## config.mk

```make
export PLATFORM = sky130hd
export DESIGN_NAME = fetch_top
export DESIGN_NICKNAME = d
export VERILOG_FILES = /design/src/common/fetch_pkg.sv /design/src/fetch1/branch_predictor.sv /design/src/fetch1/pc_gen.sv /design/src/fetch2/fetch2_stage.sv /design/src/hdl/fetch_hazard_unit.sv /design/src/hdl/fetch_top.sv
export SDC_FILE = /design/constraint.sdc
export NUM_CORES = 2
export LEC_CHECK = 0
export ABC_AREA = 1
export ABC_CLOCK_PERIOD_IN_PS = 4400
export BUFFER_PORTS_ARGS = -buffer_cell sky130_fd_sc_hd__clkbuf_2
export CAP_MARGIN = 20
export CORE_MARGIN = 2
export CORE_UTILIZATION = 46
export CTS_CLUSTER_SIZE = 20
export DETAILED_ROUTE_END_ITERATION = 16
export GPL_TIMING_DRIVEN = 0
export HOLD_SLACK_MARGIN = 0.15
export PLACE_DENSITY = 0.65
export SLEW_MARGIN = 20
export SYNTH_ARGS = -nofsm -noshare
export SYNTH_HDL_FRONTEND = slang
export SYNTH_SLANG_ARGS = --single-unit
```

## constraint.sdc

```tcl
create_clock -name CLK -period 4.4 [get_ports CLK]
set_clock_uncertainty 0.2 [all_clocks]
set_input_delay 0.22 -clock CLK [delete_from_list [all_inputs] [get_ports CLK]]
set_output_delay 0.22 -clock CLK [all_outputs]
set_load 0.005 [all_outputs]
```

## src/common/fetch_pkg.sv

```systemverilog
// ****************************************
// Shared types for the RV32 fetch front end.
// BUS_LITTLE selects the bus byte order for the whole design.
// Only one byte order is built at a time.
// ****************************************

package fetch_pkg;

  // Data and address word.
  typedef logic [31:0] word_t;

  // Program counter after reset.
  localparam word_t RESET_PC = 32'h0000_0000;

  // Branch target buffer geometry.
  localparam int BTB_ENTRIES = 16;
  localparam int BTB_IDX_W   = 4;
  // Tag covers the pc bits above the index and the byte offset.
  localparam int BTB_TAG_W   = 32 - BTB_IDX_W - 2;

  // 1 when the bus delivers little-endian bytes.
  localparam logic BUS_LITTLE = 1'b1;

  // Branch prediction for one pc.
  typedef struct packed {
    logic  taken;
    word_t target;
  } prediction_t;

  // Request from fetch1 to fetch2.
  typedef struct packed {
    word_t       pc;
    prediction_t pred;
  } fetch_req_t;

  // Entry handed to decode.
  typedef struct packed {
    logic        valid;
    word_t       pc;
    word_t       pc4;
    word_t       instr;
    prediction_t pred;
    logic        mal_insn;
  } decode_slot_t;

  // Branch outcome from execute.
  typedef struct packed {
    logic  valid;
    word_t pc;
    word_t target;
    logic  taken;
    logic  mispredict;
  } resolve_t;

  // APB master outputs; reads only.
  typedef struct packed {
    logic  psel;
    logic  penable;
    word_t paddr;
  } apb_req_t;

  // APB master inputs.
  typedef struct packed {
    word_t prdata;
    logic  pready;
  } apb_rsp_t;

  // APB master states.
  typedef enum logic [1:0] {
    IDLE,
    SETUP,
    ACCESS
  } bus_state_e;

  // Pipeline control from the hazard unit.
  typedef struct packed {
    logic pc_en;
    logic stall;
    logic flush;
  } hazard_ctrl_t;

endpackage

```

## src/fetch1/branch_predictor.sv

```systemverilog
// ****************************************
// Direct-mapped branch target buffer.
// Indexed by pc bits above bit 1.
// Every valid resolve writes its entry.
// Lookup sees the table before this cycle's write.
// ****************************************

`timescale 1ns/1ps

module branch_predictor (
  input  logic                   CLK,
  input  logic                   nRST,
  input  fetch_pkg::word_t       lookup_pc,
  input  fetch_pkg::resolve_t    resolve,
  output fetch_pkg::prediction_t pred
);
  import fetch_pkg::*;

  // Table storage.
  logic [BTB_ENTRIES-1:0] entry_valid;
  logic [BTB_TAG_W-1:0]   entry_tag    [BTB_ENTRIES];
  word_t                  entry_target [BTB_ENTRIES];
  logic                   entry_taken  [BTB_ENTRIES];

  // Lookup side.
  logic [BTB_IDX_W-1:0] rd_idx;
  logic [BTB_TAG_W-1:0] rd_tag;
  logic                 hit;

  // Update side.
  logic [BTB_IDX_W-1:0] wr_idx;
  logic [BTB_TAG_W-1:0] wr_tag;

  assign rd_idx = lookup_pc[BTB_IDX_W+1:2];
  assign rd_tag = lookup_pc[31:BTB_IDX_W+2];
  assign wr_idx = resolve.pc[BTB_IDX_W+1:2];
  assign wr_tag = resolve.pc[31:BTB_IDX_W+2];

  // Hit needs a valid entry with matching tag.
  assign hit = entry_valid[rd_idx] && (entry_tag[rd_idx] == rd_tag);

  // Taken only on a hit whose last outcome was taken.
  assign pred.taken  = hit & entry_taken[rd_idx];
  assign pred.target = entry_target[rd_idx];

  // Valid bits start cleared.
  always_ff @(posedge CLK, negedge nRST) begin
    if (!nRST) begin
      entry_valid <= '0;
    end else if (resolve.valid) begin
      entry_valid[wr_idx] <= 1'b1;
    end
  end

  // Entry contents.
  always_ff @(posedge CLK) begin
    if (resolve.valid) begin
      entry_tag[wr_idx]    <= wr_tag;
      entry_target[wr_idx] <= resolve.target;
      entry_taken[wr_idx]  <= resolve.taken;
    end
  end

endmodule

```

## src/fetch1/pc_gen.sv

```systemverilog
// ****************************************
// Fetch1 program counter.
// Holds pc and its prediction for fetch2.
// Updates only on pc enable or flush.
// ****************************************

`timescale 1ns/1ps

module pc_gen (
  input  logic                   CLK,
  input  logic                   nRST,
  input  fetch_pkg::hazard_ctrl_t ctrl,
  input  fetch_pkg::resolve_t    resolve,
  input  fetch_pkg::prediction_t pred,
  output fetch_pkg::fetch_req_t  req,
  output fetch_pkg::word_t       lookup_pc
);
  import fetch_pkg::*;

  fetch_req_t req_q;
  word_t      next_pc;
  word_t      pc4;

  assign pc4 = req_q.pc + 32'd4;

  // Redirect first, then predicted target, then sequential.
  always_comb begin
    if (ctrl.flush) begin
      next_pc = resolve.target;
    end else if (req_q.pred.taken) begin
      next_pc = req_q.pred.target;
    end else begin
      next_pc = pc4;
    end
  end

  // BTB looks up the next pc so its prediction
  // is registered together with it.
  assign lookup_pc = next_pc;

  always_ff @(posedge CLK, negedge nRST) begin
    if (!nRST) begin
      req_q.pc   <= RESET_PC;
      req_q.pred <= '0;
    end else if (ctrl.pc_en | ctrl.flush) begin
      req_q.pc   <= next_pc;
      req_q.pred <= pred;
    end
  end

  assign req = req_q;

endmodule

```

## src/fetch2/fetch2_stage.sv

```systemverilog
// ****************************************
// Fetch2 stage and APB read master.
// One transfer at a time; APB cannot abort.
// Misaligned pc skips the bus, instr reads zero.
// Launches only when the slot is free or being taken.
// ****************************************

`timescale 1ns/1ps

module fetch2_stage (
  input  logic                    CLK,
  input  logic                    nRST,
  input  fetch_pkg::fetch_req_t   req,
  input  fetch_pkg::hazard_ctrl_t ctrl,
  input  logic                    halt,
  input  logic                    decode_ready,
  input  fetch_pkg::apb_rsp_t     apb_rsp,
  output fetch_pkg::apb_req_t     apb_req,
  output fetch_pkg::decode_slot_t slot,
  output logic                    done,
  output logic                    busy,
  output logic                    slot_full
);
  import fetch_pkg::*;

  bus_state_e   state;
  bus_state_e   state_nxt;
  fetch_req_t   req_q;
  fetch_req_t   src;
  word_t        instr;
  logic         launch;
  logic         mal_addr;
  decode_slot_t entry;

  // New request may start only from IDLE.
  assign launch = (state == IDLE) && !halt && !ctrl.flush && !ctrl.stall;

  // In IDLE the request comes straight from fetch1.
  assign src      = (state == IDLE) ? req : req_q;
  assign mal_addr = (src.pc[1:0] != 2'b00);

  // Bus to core byte order.
  assign instr = BUS_LITTLE ?
                 {apb_rsp.prdata[7:0], apb_rsp.prdata[15:8],
                  apb_rsp.prdata[23:16], apb_rsp.prdata[31:24]} :
                 apb_rsp.prdata;

  // APB state machine.
  always_comb begin
    state_nxt = state;
    case (state)
      IDLE: begin
        if (launch && !mal_addr) begin
          state_nxt = SETUP;
        end
      end
      SETUP: state_nxt = ACCESS;
      ACCESS: begin
        // Back to IDLE, so no SETUP in the completing cycle.
        if (apb_rsp.pready) begin
          state_nxt = IDLE;
        end
      end
      default: state_nxt = IDLE;
    endcase
  end

  always_ff @(posedge CLK, negedge nRST) begin
    if (!nRST) begin
      state <= IDLE;
    end else begin
      state <= state_nxt;
    end
  end

  // Address and prediction held for the whole transfer.
  always_ff @(posedge CLK) begin
    if (launch && !mal_addr) begin
      req_q <= req;
    end
  end

  assign apb_req.psel    = (state != IDLE);
  assign apb_req.penable = (state == ACCESS);
  assign apb_req.paddr   = req_q.pc;

  // Status for the hazard unit.
  assign done = ((state == ACCESS) && apb_rsp.pready) || (launch && mal_addr);
  assign busy = (state != IDLE);

  // Entry built from the current request.
  always_comb begin
    entry.valid    = 1'b1;
    entry.pc       = src.pc;
    entry.pc4      = src.pc + 32'd4;
    entry.instr    = mal_addr ? '0 : instr;
    entry.pred     = src.pred;
    entry.mal_insn = mal_addr;
  end

  // Decode slot.
  always_ff @(posedge CLK, negedge nRST) begin
    if (!nRST) begin
      slot <= '0;
    end else if (ctrl.flush || halt) begin
      slot.valid <= 1'b0;
    end else if (done && ctrl.pc_en) begin
      slot <= entry;
    end else if (slot.valid && decode_ready) begin
      // Taken by decode with nothing new behind it.
      slot.valid <= 1'b0;
    end
  end

  assign slot_full = slot.valid;

endmodule

```

## src/hdl/fetch_hazard_unit.sv

```systemverilog
// ****************************************
// Fetch hazard control.
// Halt blocks pc advance; flush always redirects.
// A transfer open at flush or halt is dropped when it ends.
// ****************************************

`timescale 1ns/1ps

module fetch_hazard_unit (
  input  logic                   CLK,
  input  logic                   nRST,
  input  logic                   halt,
  input  fetch_pkg::resolve_t    resolve,
  input  logic                   done,
  input  logic                   busy,
  input  logic                   slot_full,
  input  logic                   decode_ready,
  output fetch_pkg::hazard_ctrl_t ctrl
);

  logic flush_now;
  logic slot_blocked;
  logic drop_pend;

  // Mispredict from execute redirects now.
  assign flush_now = resolve.valid & resolve.mispredict;

  // Slot holds an entry that decode does not take.
  assign slot_blocked = slot_full & ~decode_ready;

  // Remember that the open transfer belongs to a dead path.
  // Cleared when that transfer completes.
  always_ff @(posedge CLK, negedge nRST) begin
    if (!nRST) begin
      drop_pend <= 1'b0;
    end else if (done) begin
      drop_pend <= 1'b0;
    end else if ((flush_now | halt) & busy) begin
      drop_pend <= 1'b1;
    end
  end

  // Priority is halt, then flush, then stall.
  always_comb begin
    ctrl.flush = flush_now;
    ctrl.stall = 1'b0;
    ctrl.pc_en = 1'b0;
    if (halt) begin
      // Nothing advances while halted.
      ctrl.stall = 1'b0;
    end else if (flush_now) begin
      // Redirect only; completing data is thrown away.
      ctrl.stall = 1'b0;
    end else if (slot_blocked) begin
      ctrl.stall = 1'b1;
    end else begin
      // Dropped transfers never advance the pc.
      ctrl.pc_en = done & ~drop_pend;
    end
  end

endmodule

```

## src/hdl/fetch_top.sv

```systemverilog
// ****************************************
// Fetch front end top level.
// Decode, execute and memory sit outside.
// The APB bus is read-only; pwrite is tied low externally.
// ****************************************

`timescale 1ns/1ps

module fetch_top (
  input  logic                   CLK,
  input  logic                   nRST,
  input  logic                   halt,
  input  fetch_pkg::resolve_t    resolve,
  input  fetch_pkg::apb_rsp_t    apb_rsp,
  input  logic                   decode_ready,
  output fetch_pkg::apb_req_t    apb_req,
  output fetch_pkg::decode_slot_t slot
);
  import fetch_pkg::*;

  // Stage to stage wiring.
  fetch_req_t   req;
  prediction_t  pred;
  word_t        lookup_pc;
  hazard_ctrl_t ctrl;

  // Status from fetch2 to the hazard unit.
  logic done;
  logic busy;
  logic slot_full;

  // Stall, flush and pc enable.
  fetch_hazard_unit i_hazard (
    .CLK          (CLK),
    .nRST         (nRST),
    .halt         (halt),
    .resolve      (resolve),
    .done         (done),
    .busy         (busy),
    .slot_full    (slot_full),
    .decode_ready (decode_ready),
    .ctrl         (ctrl)
  );

  // First stage.
  pc_gen i_pc_gen (
    .CLK       (CLK),
    .nRST      (nRST),
    .ctrl      (ctrl),
    .resolve   (resolve),
    .pred      (pred),
    .req       (req),
    .lookup_pc (lookup_pc)
  );

  // Prediction for the next pc.
  branch_predictor i_btb (
    .CLK       (CLK),
    .nRST      (nRST),
    .lookup_pc (lookup_pc),
    .resolve   (resolve),
    .pred      (pred)
  );

  // Second stage and bus master.
  fetch2_stage i_fetch2 (
    .CLK          (CLK),
    .nRST         (nRST),
    .req          (req),
    .ctrl         (ctrl),
    .halt         (halt),
    .decode_ready (decode_ready),
    .apb_rsp      (apb_rsp),
    .apb_req      (apb_req),
    .slot         (slot),
    .done         (done),
    .busy         (busy),
    .slot_full    (slot_full)
  );

endmodule

```

### Word-level counts from Yosys, hierarchy flattened

Memory sizes are Yosys's and may differ from the RTL's. A register that Yosys moved wholly into a read port is not among the register bits.
Index checks and enable logic that the tools add are counted.

| cells by class | value |
|---|---|
| add/sub/neg operators | 2 |
| $lt $le $gt $ge | 3 |
| eq/ne operators | 5 |
| mux-type cells | 24 |
| bitwise gates (word level) | 11 |
| reductions and logical operators | 24 |

Operators with widths:

| kind | count |
|---|---|
| $mux W32 | 3 |
| $mux W65 | 1 |
| $add A32 B3 Y32 const B | 2 |
| $eq A26 B26 Y1 | 1 |
| $or A16 B16 Y16 | 1 |
| $mux W1 | 15 |
| $logic_and A1 B1 Y1 | 10 |
| $lt A4 B5 Y1 const B | 2 |
| $pmux W2 S3 | 1 |
| $reduce_bool A2 Y1 | 3 |
| $and A1 B1 Y1 | 5 |
| $logic_not A1 Y1 | 5 |
| $bmux W1 S4 | 1 |
| $demux W1 S4 | 1 |
| $ge A4 B1 Y1 const B | 1 |
| $mux W2 | 2 |
| $ne A2 B2 Y1 const B | 2 |
| $reduce_and A2 Y1 | 2 |
| $not A1 Y1 | 3 |
| $reduce_bool A3 Y1 | 1 |
| $eq A2 B1 Y1 const B | 1 |
| $eq A2 B2 Y1 const B | 1 |
| $logic_not A2 Y1 | 1 |
| $logic_or A1 B1 Y1 | 2 |
| $or A1 B1 Y1 | 2 |

| word-level totals | value |
|---|---|
| flip-flop bits (word level) | 248 |
| memory bits (writable) | 944 |
| bits of input ports | 104 |
| output and inout port bits | 165 |
| logic and storage cells | 87 |
| memories | 3 |

Memories:

| memory | words | width | rd ports | clocked after Yosys merged registers in | wr ports | line | text |
|---|---|---|---|---|---|---|---|
| i_btb.entry_target | 16 | 32 | 1 | 1 | 1 | branch_predictor.sv:22 | `word_t entry_target [BTB_ENTRIES];` |
| i_btb.entry_tag | 16 | 26 | 1 | 0 | 1 | branch_predictor.sv:21 | `logic [BTB_TAG_W-1:0] entry_tag [BTB_ENTRIES];` |
| i_btb.entry_taken | 16 | 1 | 1 | 0 | 1 | branch_predictor.sv:23 | `logic entry_taken [BTB_ENTRIES];` |

### Longest topological paths before layout

| depth | value |
|---|---|
| word-level depth | 16 |
| gate-level depth with buffers | 18 |
| gate-level depth less buffers | 18 |

### Cells and area by module

A second synthesis with hierarchy kept.

| second synthesis, totals | value |
|---|---|
| cell total of the unflattened synthesis | 4765 |
| area total of the unflattened synthesis | 51772.2 um^2 |

By module, submodules not included:

| module | instances | cells an instance | area each (um^2) | sequential area each (um^2) |
|---|---|---|---|---|
| branch_predictor | 1 | 3186 | 38952.4 | 28747.6 |
| fetch2_stage | 1 | 922 | 8723.4 | 5230.0 |
| pc_gen | 1 | 643 | 4007.6 | 1626.6 |
| fetch_hazard_unit | 1 | 14 | 88.8 | 25.0 |

### Worst setup path before layout

No wires, ideal clock.

| path | value |
|---|---|
| path type | register to register |
| start point | register i_fetch2.state[0] |
| end point | register i_fetch2.req_q, in the netlist i_fetch2.apb_req[0], enable pin |
| data arrival time | 3.674 ns |
| data required time | 3.712 ns |
| path slack | 0.038 ns |
| stages on the path, launching flop included | 8 |
| path buffers | 0 |
| path through | dfrtp_1 > nor2_2 > inv_2 > nand2_1 > nand2_1 > nor2_1 > inv_1 > nor2_1 |

| on the way | value |
|---|---|
| longest elaborated chain between the ends | 5 |
| elaborated cells on any way between the ends | 8 |
| those cells by class | mux: 1; reduce/logical: 7 |

RTL lines:

| element | line | text |
|---|---|---|
| start: declaration | fetch2_stage.sv:26 | `bus_state_e state;` |
| start signal: assignment | fetch2_stage.sv:72 | `state <= state_nxt;` |
| $logic_not A2 Y1 (*) | fetch2_stage.sv:36, fetch2_stage.sv:39 |  |
| $mux W65 or $logic_and A1 B1 Y1 (tied branches) | fetch2_stage.sv:39, fetch2_stage.sv:36 |  |
| $reduce_bool A2 Y1 or $logic_and A1 B1 Y1 (tied branches) | fetch2_stage.sv:40, fetch2_stage.sv:36 |  |
| $logic_not A1 Y1 or $logic_and A1 B1 Y1 (tied branches) | fetch2_stage.sv:78, fetch2_stage.sv:36 |  |
| $logic_and A1 B1 Y1 (*) | fetch2_stage.sv:78 | `if (launch && !mal_addr) begin` |
| end signal: assignment | fetch2_stage.sv:79 | `req_q <= req;` |
| end: declaration | fetch2_stage.sv:28 | `fetch_req_t req_q;` |

Mark *: on every way between the ends. The rest lies on a longest branch, timed or not.
A chain may end at the register's enable or synchronous reset.

### Worst setup path in the final report

| path | value |
|---|---|
| start point | input port resolve[0] (netlist name) |
| end point | register, netlist name i_fetch2.slot_full |

| on the way | value |
|---|---|
| longest elaborated chain between the ends | 14 |
| elaborated cells on any way between the ends | 18 |
| those cells by class | mux: 7; bitwise: 2; reduce/logical: 9 |

RTL lines:

| element | line | text |
|---|---|---|
| start: declaration | fetch_top.sv:13 | `input fetch_pkg::resolve_t resolve,` |
| $and A1 B1 Y1 (*) | fetch_hazard_unit.sv:26 | `assign flush_now = resolve.valid & resolve.mispredict;` |
| $mux W1 | fetch_hazard_unit.sv:51 | `end else if (flush_now) begin` |
| $mux W1 | fetch_hazard_unit.sv:48 | `if (halt) begin` |
| $logic_not A1 Y1 | fetch2_stage.sv:36 | `assign launch = (state == IDLE) && !halt && !ctrl.flush && !ctrl.stall;` |
| $logic_and A1 B1 Y1 | fetch2_stage.sv:36 |  |
| $logic_and A1 B1 Y1 | fetch2_stage.sv:88 | `assign done = ((state == ACCESS) && apb_rsp.pready) \|\| (launch && mal_addr);` |
| $logic_or A1 B1 Y1 | fetch2_stage.sv:88 |  |
| $and A1 B1 Y1 | fetch_hazard_unit.sv:58 | `ctrl.pc_en = done & ~drop_pend;` |
| $mux W1 | fetch_hazard_unit.sv:54 | `end else if (slot_blocked) begin` |
| $mux W1 | fetch_hazard_unit.sv:51 |  |
| $mux W1 | fetch_hazard_unit.sv:48 |  |
| $logic_and A1 B1 Y1 | fetch2_stage.sv:107 | `end else if (done && ctrl.pc_en) begin` |
| $mux W1 | fetch2_stage.sv:107 |  |
| $mux W1 | fetch2_stage.sv:105 | `end else if (ctrl.flush \|\| halt) begin` |

Marks and branches as above.

==> impl.org <==
** Finish
- The top cell types in the final layout, fill and taps aside, are 1009 x sky130_fd_sc_hd__edfxtp_1, 809 x sky130_fd_sc_hd__nand2_1, 589 x sky130_fd_sc_hd__nand3_1.
- Net count reported at finish :: 5020
- Fraction of the core area covered by cells at the end of the flow :: 55.6%
- Number of cells in the finished layout apart from fillers :: 6495
- After routing the design area is 60700 um2.
- Cells with a size suffix above 1 make up 16.3% of the layout.
- Commonest non-fill, non-tap cell in the layout :: sky130_fd_sc_hd__edfxtp_1
- Compared with the post-synthesis result, the final layout area differs by 19.5%.

** Timing
- Tightest slew margin relative to the limit :: 31.0%
- Setup repair after global routing left no endpoint under its margin.
- Achievable frequency :: 232 MHz
- The max-slew violation count was 0.
- Final critical delay including setup and external delays :: 4.31 ns
- Tightest hold margin :: 0.186 ns
- Slew at the pin with the worst max-slew slack :: 1.04 ns
- The final critical path takes up 97.9% of the cycle.
- Final Hold Fails :: 0
- Final setup violation count :: 0

** Critical path
- The worst register-to-register path begins at i_fetch2.state[1]$_DFFE_PN0P_.
- Setup slack on the worst reg-to-reg path comes out at 0.55 ns.
- Counting cells, the worst reg-to-reg path comes to 11.
- Along the worst path, the maximum fanout reaches 10.
- Worst setup SP type :: primary input
- For the worst setup path, the data required time is 4.80 ns.
- The critical path is of the in2reg type.
- Arrival time reported for the critical path endpoint :: 4.71 ns
- Worst reg2reg endpoint :: i_fetch2.slot_full$_DFFE_PN0P_
- STA classifies the critical path endpoint as a flop.

** Floorplan
- The floorplan step set the die height to 336 um.
- The floorplan step set the die width to 336 um.
- Effective utilization at floorplan :: 46.5%
- During I/O placement, the number of pins put on the boundary was 269.
- The floorplan has 121 rows.
- Die Area :: 113000 um2
- The core region is 109000 um2.

** Placement
- Input and output buffers added on the ports amount to 266.
- Once placement finished, the instance area stood at 55400 um2.
- Routability-driven placement finished with a final weighted congestion of 0.968.
- HPWL after detailed placement :: 120000 um
- Placed insts :: 6131

** Drt
- For this block, the routed nets add up to 173000 um of wire.
- Number of vias per cell :: 5.91
- In this run the remaining antenna-violating nets after routing total 0.
- Average routed wire per standard cell :: 26.6 um
- Number of detailed-routing iterations run before antenna repair :: 6
- Detailed-route via count :: 38417
- Number of design rule violations left after detail routing :: 0
- The detailed router finished its first iteration with 5332 violations.

** Power
- Dividing total power by cell area gives a power density of 648 nW/um2.
- Final Total Pwr :: 39.4 mW
- Largest vdd supply drop :: 0.345 mV
- In this run the static leakage power is 22.8 nW.

** Min path
- The path with the worst hold slack has its endpoint at i_fetch2.state[1]$_DFFE_PN0P_.
- The startpoint identified for the worst hold timing path is apb_rsp[0].
- Type of the most critical hold path :: in2reg
- Along the worst hold path, the cell count comes to 5.

** Job
- Across the run, the number of max-cap violations was 0.

** GRT
- Number of global-route vias before repair :: 36751
- The number of antenna violations at the first check in global routing was 10.
- Residual overflow from global routing :: 0
- Entering global routing, the biggest net connects 74 pins.
- Wire length of the first global-routing pass :: 250000 um
- GR Util All Layers :: 30.3%

** Outcome
- The flow ran to the end, and the final reports show no timing, DRC or antenna violations.

** Clock network
- Count of hold-fix buffers inserted at cts :: 139
- Max Root-Sink Buffers :: 3
- Number of buffers inserted during clock tree synthesis :: 118
- Root buffer selected by CTS :: sky130_fd_sc_hd__clkbuf_16
- TritonCTS built the clock tree.
- Clock edge transition at the registers on the reported setup and hold paths :: 0.06 ns
- Htree depth :: 3
- Post-CTS sizing :: 0
- Number of clock sinks :: 1222
- The later pin in the worst-skew pair is clocked with a latency of 0.73 ns.
- After clock tree synthesis, the setup repair step added 0 buffers.

** Synthesis
- Cell area after synthesis :: 50800 um2
- The netlist uses 55 different library cells.
- In the synthesized netlist the dominant register cell turns out to be sky130_fd_sc_hd__edfxtp_1.
- Proportion of register bits with asynchronous set or reset after synthesis :: 17.4%
- The average instance in the mapped netlist occupies 11.7 um2.
- Synthesis inferred 1222 register bits.
- Number of nets in the synthesized netlist :: 4439
- Sequential element share of the synthesized area :: 70.1%
- Number of cells produced by synthesis :: 4333
- Number of enable-type register cells in the synthesized netlist :: 1009
- Syn. warnings :: 0
[critical path: stages]
cell and delay (ns):
sky130_fd_sc_hd__dlygate4sd3_1 0.58, sky130_fd_sc_hd__clkbuf_2 0.15, sky130_fd_sc_hd__nand2_4 0.11, sky130_fd_sc_hd__inv_4 0.15
sky130_fd_sc_hd__nor2_1 0.09, sky130_fd_sc_hd__dlygate4sd3_1 0.61, sky130_fd_sc_hd__nand3_1 0.18, sky130_fd_sc_hd__o22ai_2 0.12
sky130_fd_sc_hd__nand2_1 0.52, sky130_fd_sc_hd__clkbuf_1 0.51, sky130_fd_sc_hd__clkbuf_1 0.61, sky130_fd_sc_hd__o21ai_0 0.20
sky130_fd_sc_hd__dlygate4sd3_1 0.61
[area by class of cell]
class / count / area, um2
clock inverter: 61 / 576
clock buffer: 160 / 3270
fill: 9055 / 48500
timing repair buffer: 461 / 4060
multi-input combinational: 2683 / 13000
sequential: 1222 / 35600
buffer: 304 / 1800
inverter: 124 / 468
tap: 1476 / 1850
antenna: 4 / 10.0
[how the worst max path moves through the flow]
stage          slack [ns]                     startpoint  depth (start not counted)                                to
2_1_floorplan        0.04  i_fetch2.state[0]$_DFFE_PN0P_                          7     i_fetch2.apb_req[0]$_DFFE_PP_
3_3_place_gp        -2.94                    resolve[66]                          4  i_btb.entry_valid[8]$_DFFE_PN0P_
3_5_place_dp         0.74   i_pc_gen.req[36]$_DFFE_PN0P_                         15      i_pc_gen.req[32]$_DFFE_PN0P_
4_1_cts              0.26                     resolve[0]                         13    i_fetch2.slot_full$_DFFE_PN0P_
5_1_grt              0.06                     resolve[0]                         13    i_fetch2.slot_full$_DFFE_PN0P_
6_report             0.09                     resolve[0]                         13    i_fetch2.slot_full$_DFFE_PN0P_
[power breakdown]
group          switching (mW)  internal, mW
clock network            4.42          5.77
registers                1.22          13.8
logic                    9.76          4.41
total                    15.4          24.0
[state kept, by name (all words and copies together), names as in the netlist]
register,cells
i_btb.entry_tag,416
i_btb.entry_taken,16
i_btb.entry_target,512
i_btb.entry_valid,16
i_fetch2.apb_req,32
i_fetch2.req_q,33
i_fetch2.slot,128
i_fetch2.slot_full,1
i_fetch2.state,2
i_hazard.drop_pend,1
i_pc_gen.req,65
[synthesized netlist by cell type, types with 2 or more instances]
cell | instances | area [um2]
sky130_fd_sc_hd__edfxtp_1 | 1009 | 30300
sky130_fd_sc_hd__nand2_1 | 809 | 3040
sky130_fd_sc_hd__nand3_1 | 589 | 2950
sky130_fd_sc_hd__nor2_1 | 581 | 2180
sky130_fd_sc_hd__dfrtp_1 | 213 | 5330
sky130_fd_sc_hd__o21ai_0 | 192 | 961
sky130_fd_sc_hd__buf_2 | 121 | 606
sky130_fd_sc_hd__inv_1 | 116 | 435
sky130_fd_sc_hd__o311ai_1 | 100 | 876
sky130_fd_sc_hd__buf_4 | 73 | 548
sky130_fd_sc_hd__clkbuf_1 | 68 | 255
sky130_fd_sc_hd__o21bai_1 | 63 | 473
sky130_fd_sc_hd__a31oi_1 | 60 | 375
sky130_fd_sc_hd__nor3_1 | 50 | 250
sky130_fd_sc_hd__o211ai_1 | 33 | 248
sky130_fd_sc_hd__a22o_1 | 32 | 280
sky130_fd_sc_hd__buf_6 | 31 | 349
sky130_fd_sc_hd__o21ai_1 | 24 | 120
sky130_fd_sc_hd__or2_2 | 22 | 138
sky130_fd_sc_hd__a21oi_1 | 18 | 90.1
sky130_fd_sc_hd__o32ai_1 | 17 | 149
sky130_fd_sc_hd__buf_1 | 10 | 37.5
sky130_fd_sc_hd__nand2_2 | 10 | 62.6
sky130_fd_sc_hd__nand4_1 | 10 | 62.6
sky130_fd_sc_hd__nor2_2 | 10 | 62.6
sky130_fd_sc_hd__o311ai_0 | 8 | 70.1
sky130_fd_sc_hd__xor2_1 | 7 | 61.3
sky130_fd_sc_hd__a22oi_1 | 6 | 45.0
sky130_fd_sc_hd__inv_2 | 6 | 22.5
sky130_fd_sc_hd__o21a_1 | 5 | 37.5
sky130_fd_sc_hd__nor3_2 | 4 | 40.0
sky130_fd_sc_hd__o21ai_2 | 4 | 35.0
sky130_fd_sc_hd__nand2_4 | 3 | 33.8
sky130_fd_sc_hd__xnor2_1 | 3 | 26.3
sky130_fd_sc_hd__ha_1 | 2 | 25.0
sky130_fd_sc_hd__nand3_2 | 2 | 20.0
sky130_fd_sc_hd__nor2_4 | 2 | 22.5
sky130_fd_sc_hd__o221ai_1 | 2 | 17.5
sky130_fd_sc_hd__o31ai_1 | 2 | 15.0
[metrics by stage]
step	TNS [ns]	setup WS, ns
floorplan	0	0.0383
global route	0	0.0603
detailed placement	0	0.743
global placement	-2896.67	-2.94
CTS	0	0.260
finish	0	0.0945
[cells by family (layout without fill, tap and decap cells)]
group | count (synthesis) | count (layout) | synth area share [%]
AND/OR/NAND/NOR | 2098 | 2098 | 17.6
flip-flops | 1222 | 1222 | 70.1
AO/OA/AOI/OAI | 573 | 573 | 7.61
buffers and inverters | 428 | 1110 | 4.47
other | 0 | 4 | 0
adder cells (fa/ha/maj) | 2 | 2 | 0.0493
XOR/XNOR | 10 | 10 | 0.172
[routing by layer]
metal | track usage, % | vias up | wire, um
met5 | 0 | - | 94
met1 | 41.8 | 18746 | 67000
met2 | 46.0 | 2581 | 76200
met3 | 6.23 | 447 | 20600
met4 | 14.9 | 14 | 9020
li1 | - | 16629 | -
No activity file was read; power rests on OpenSTA's default activity.
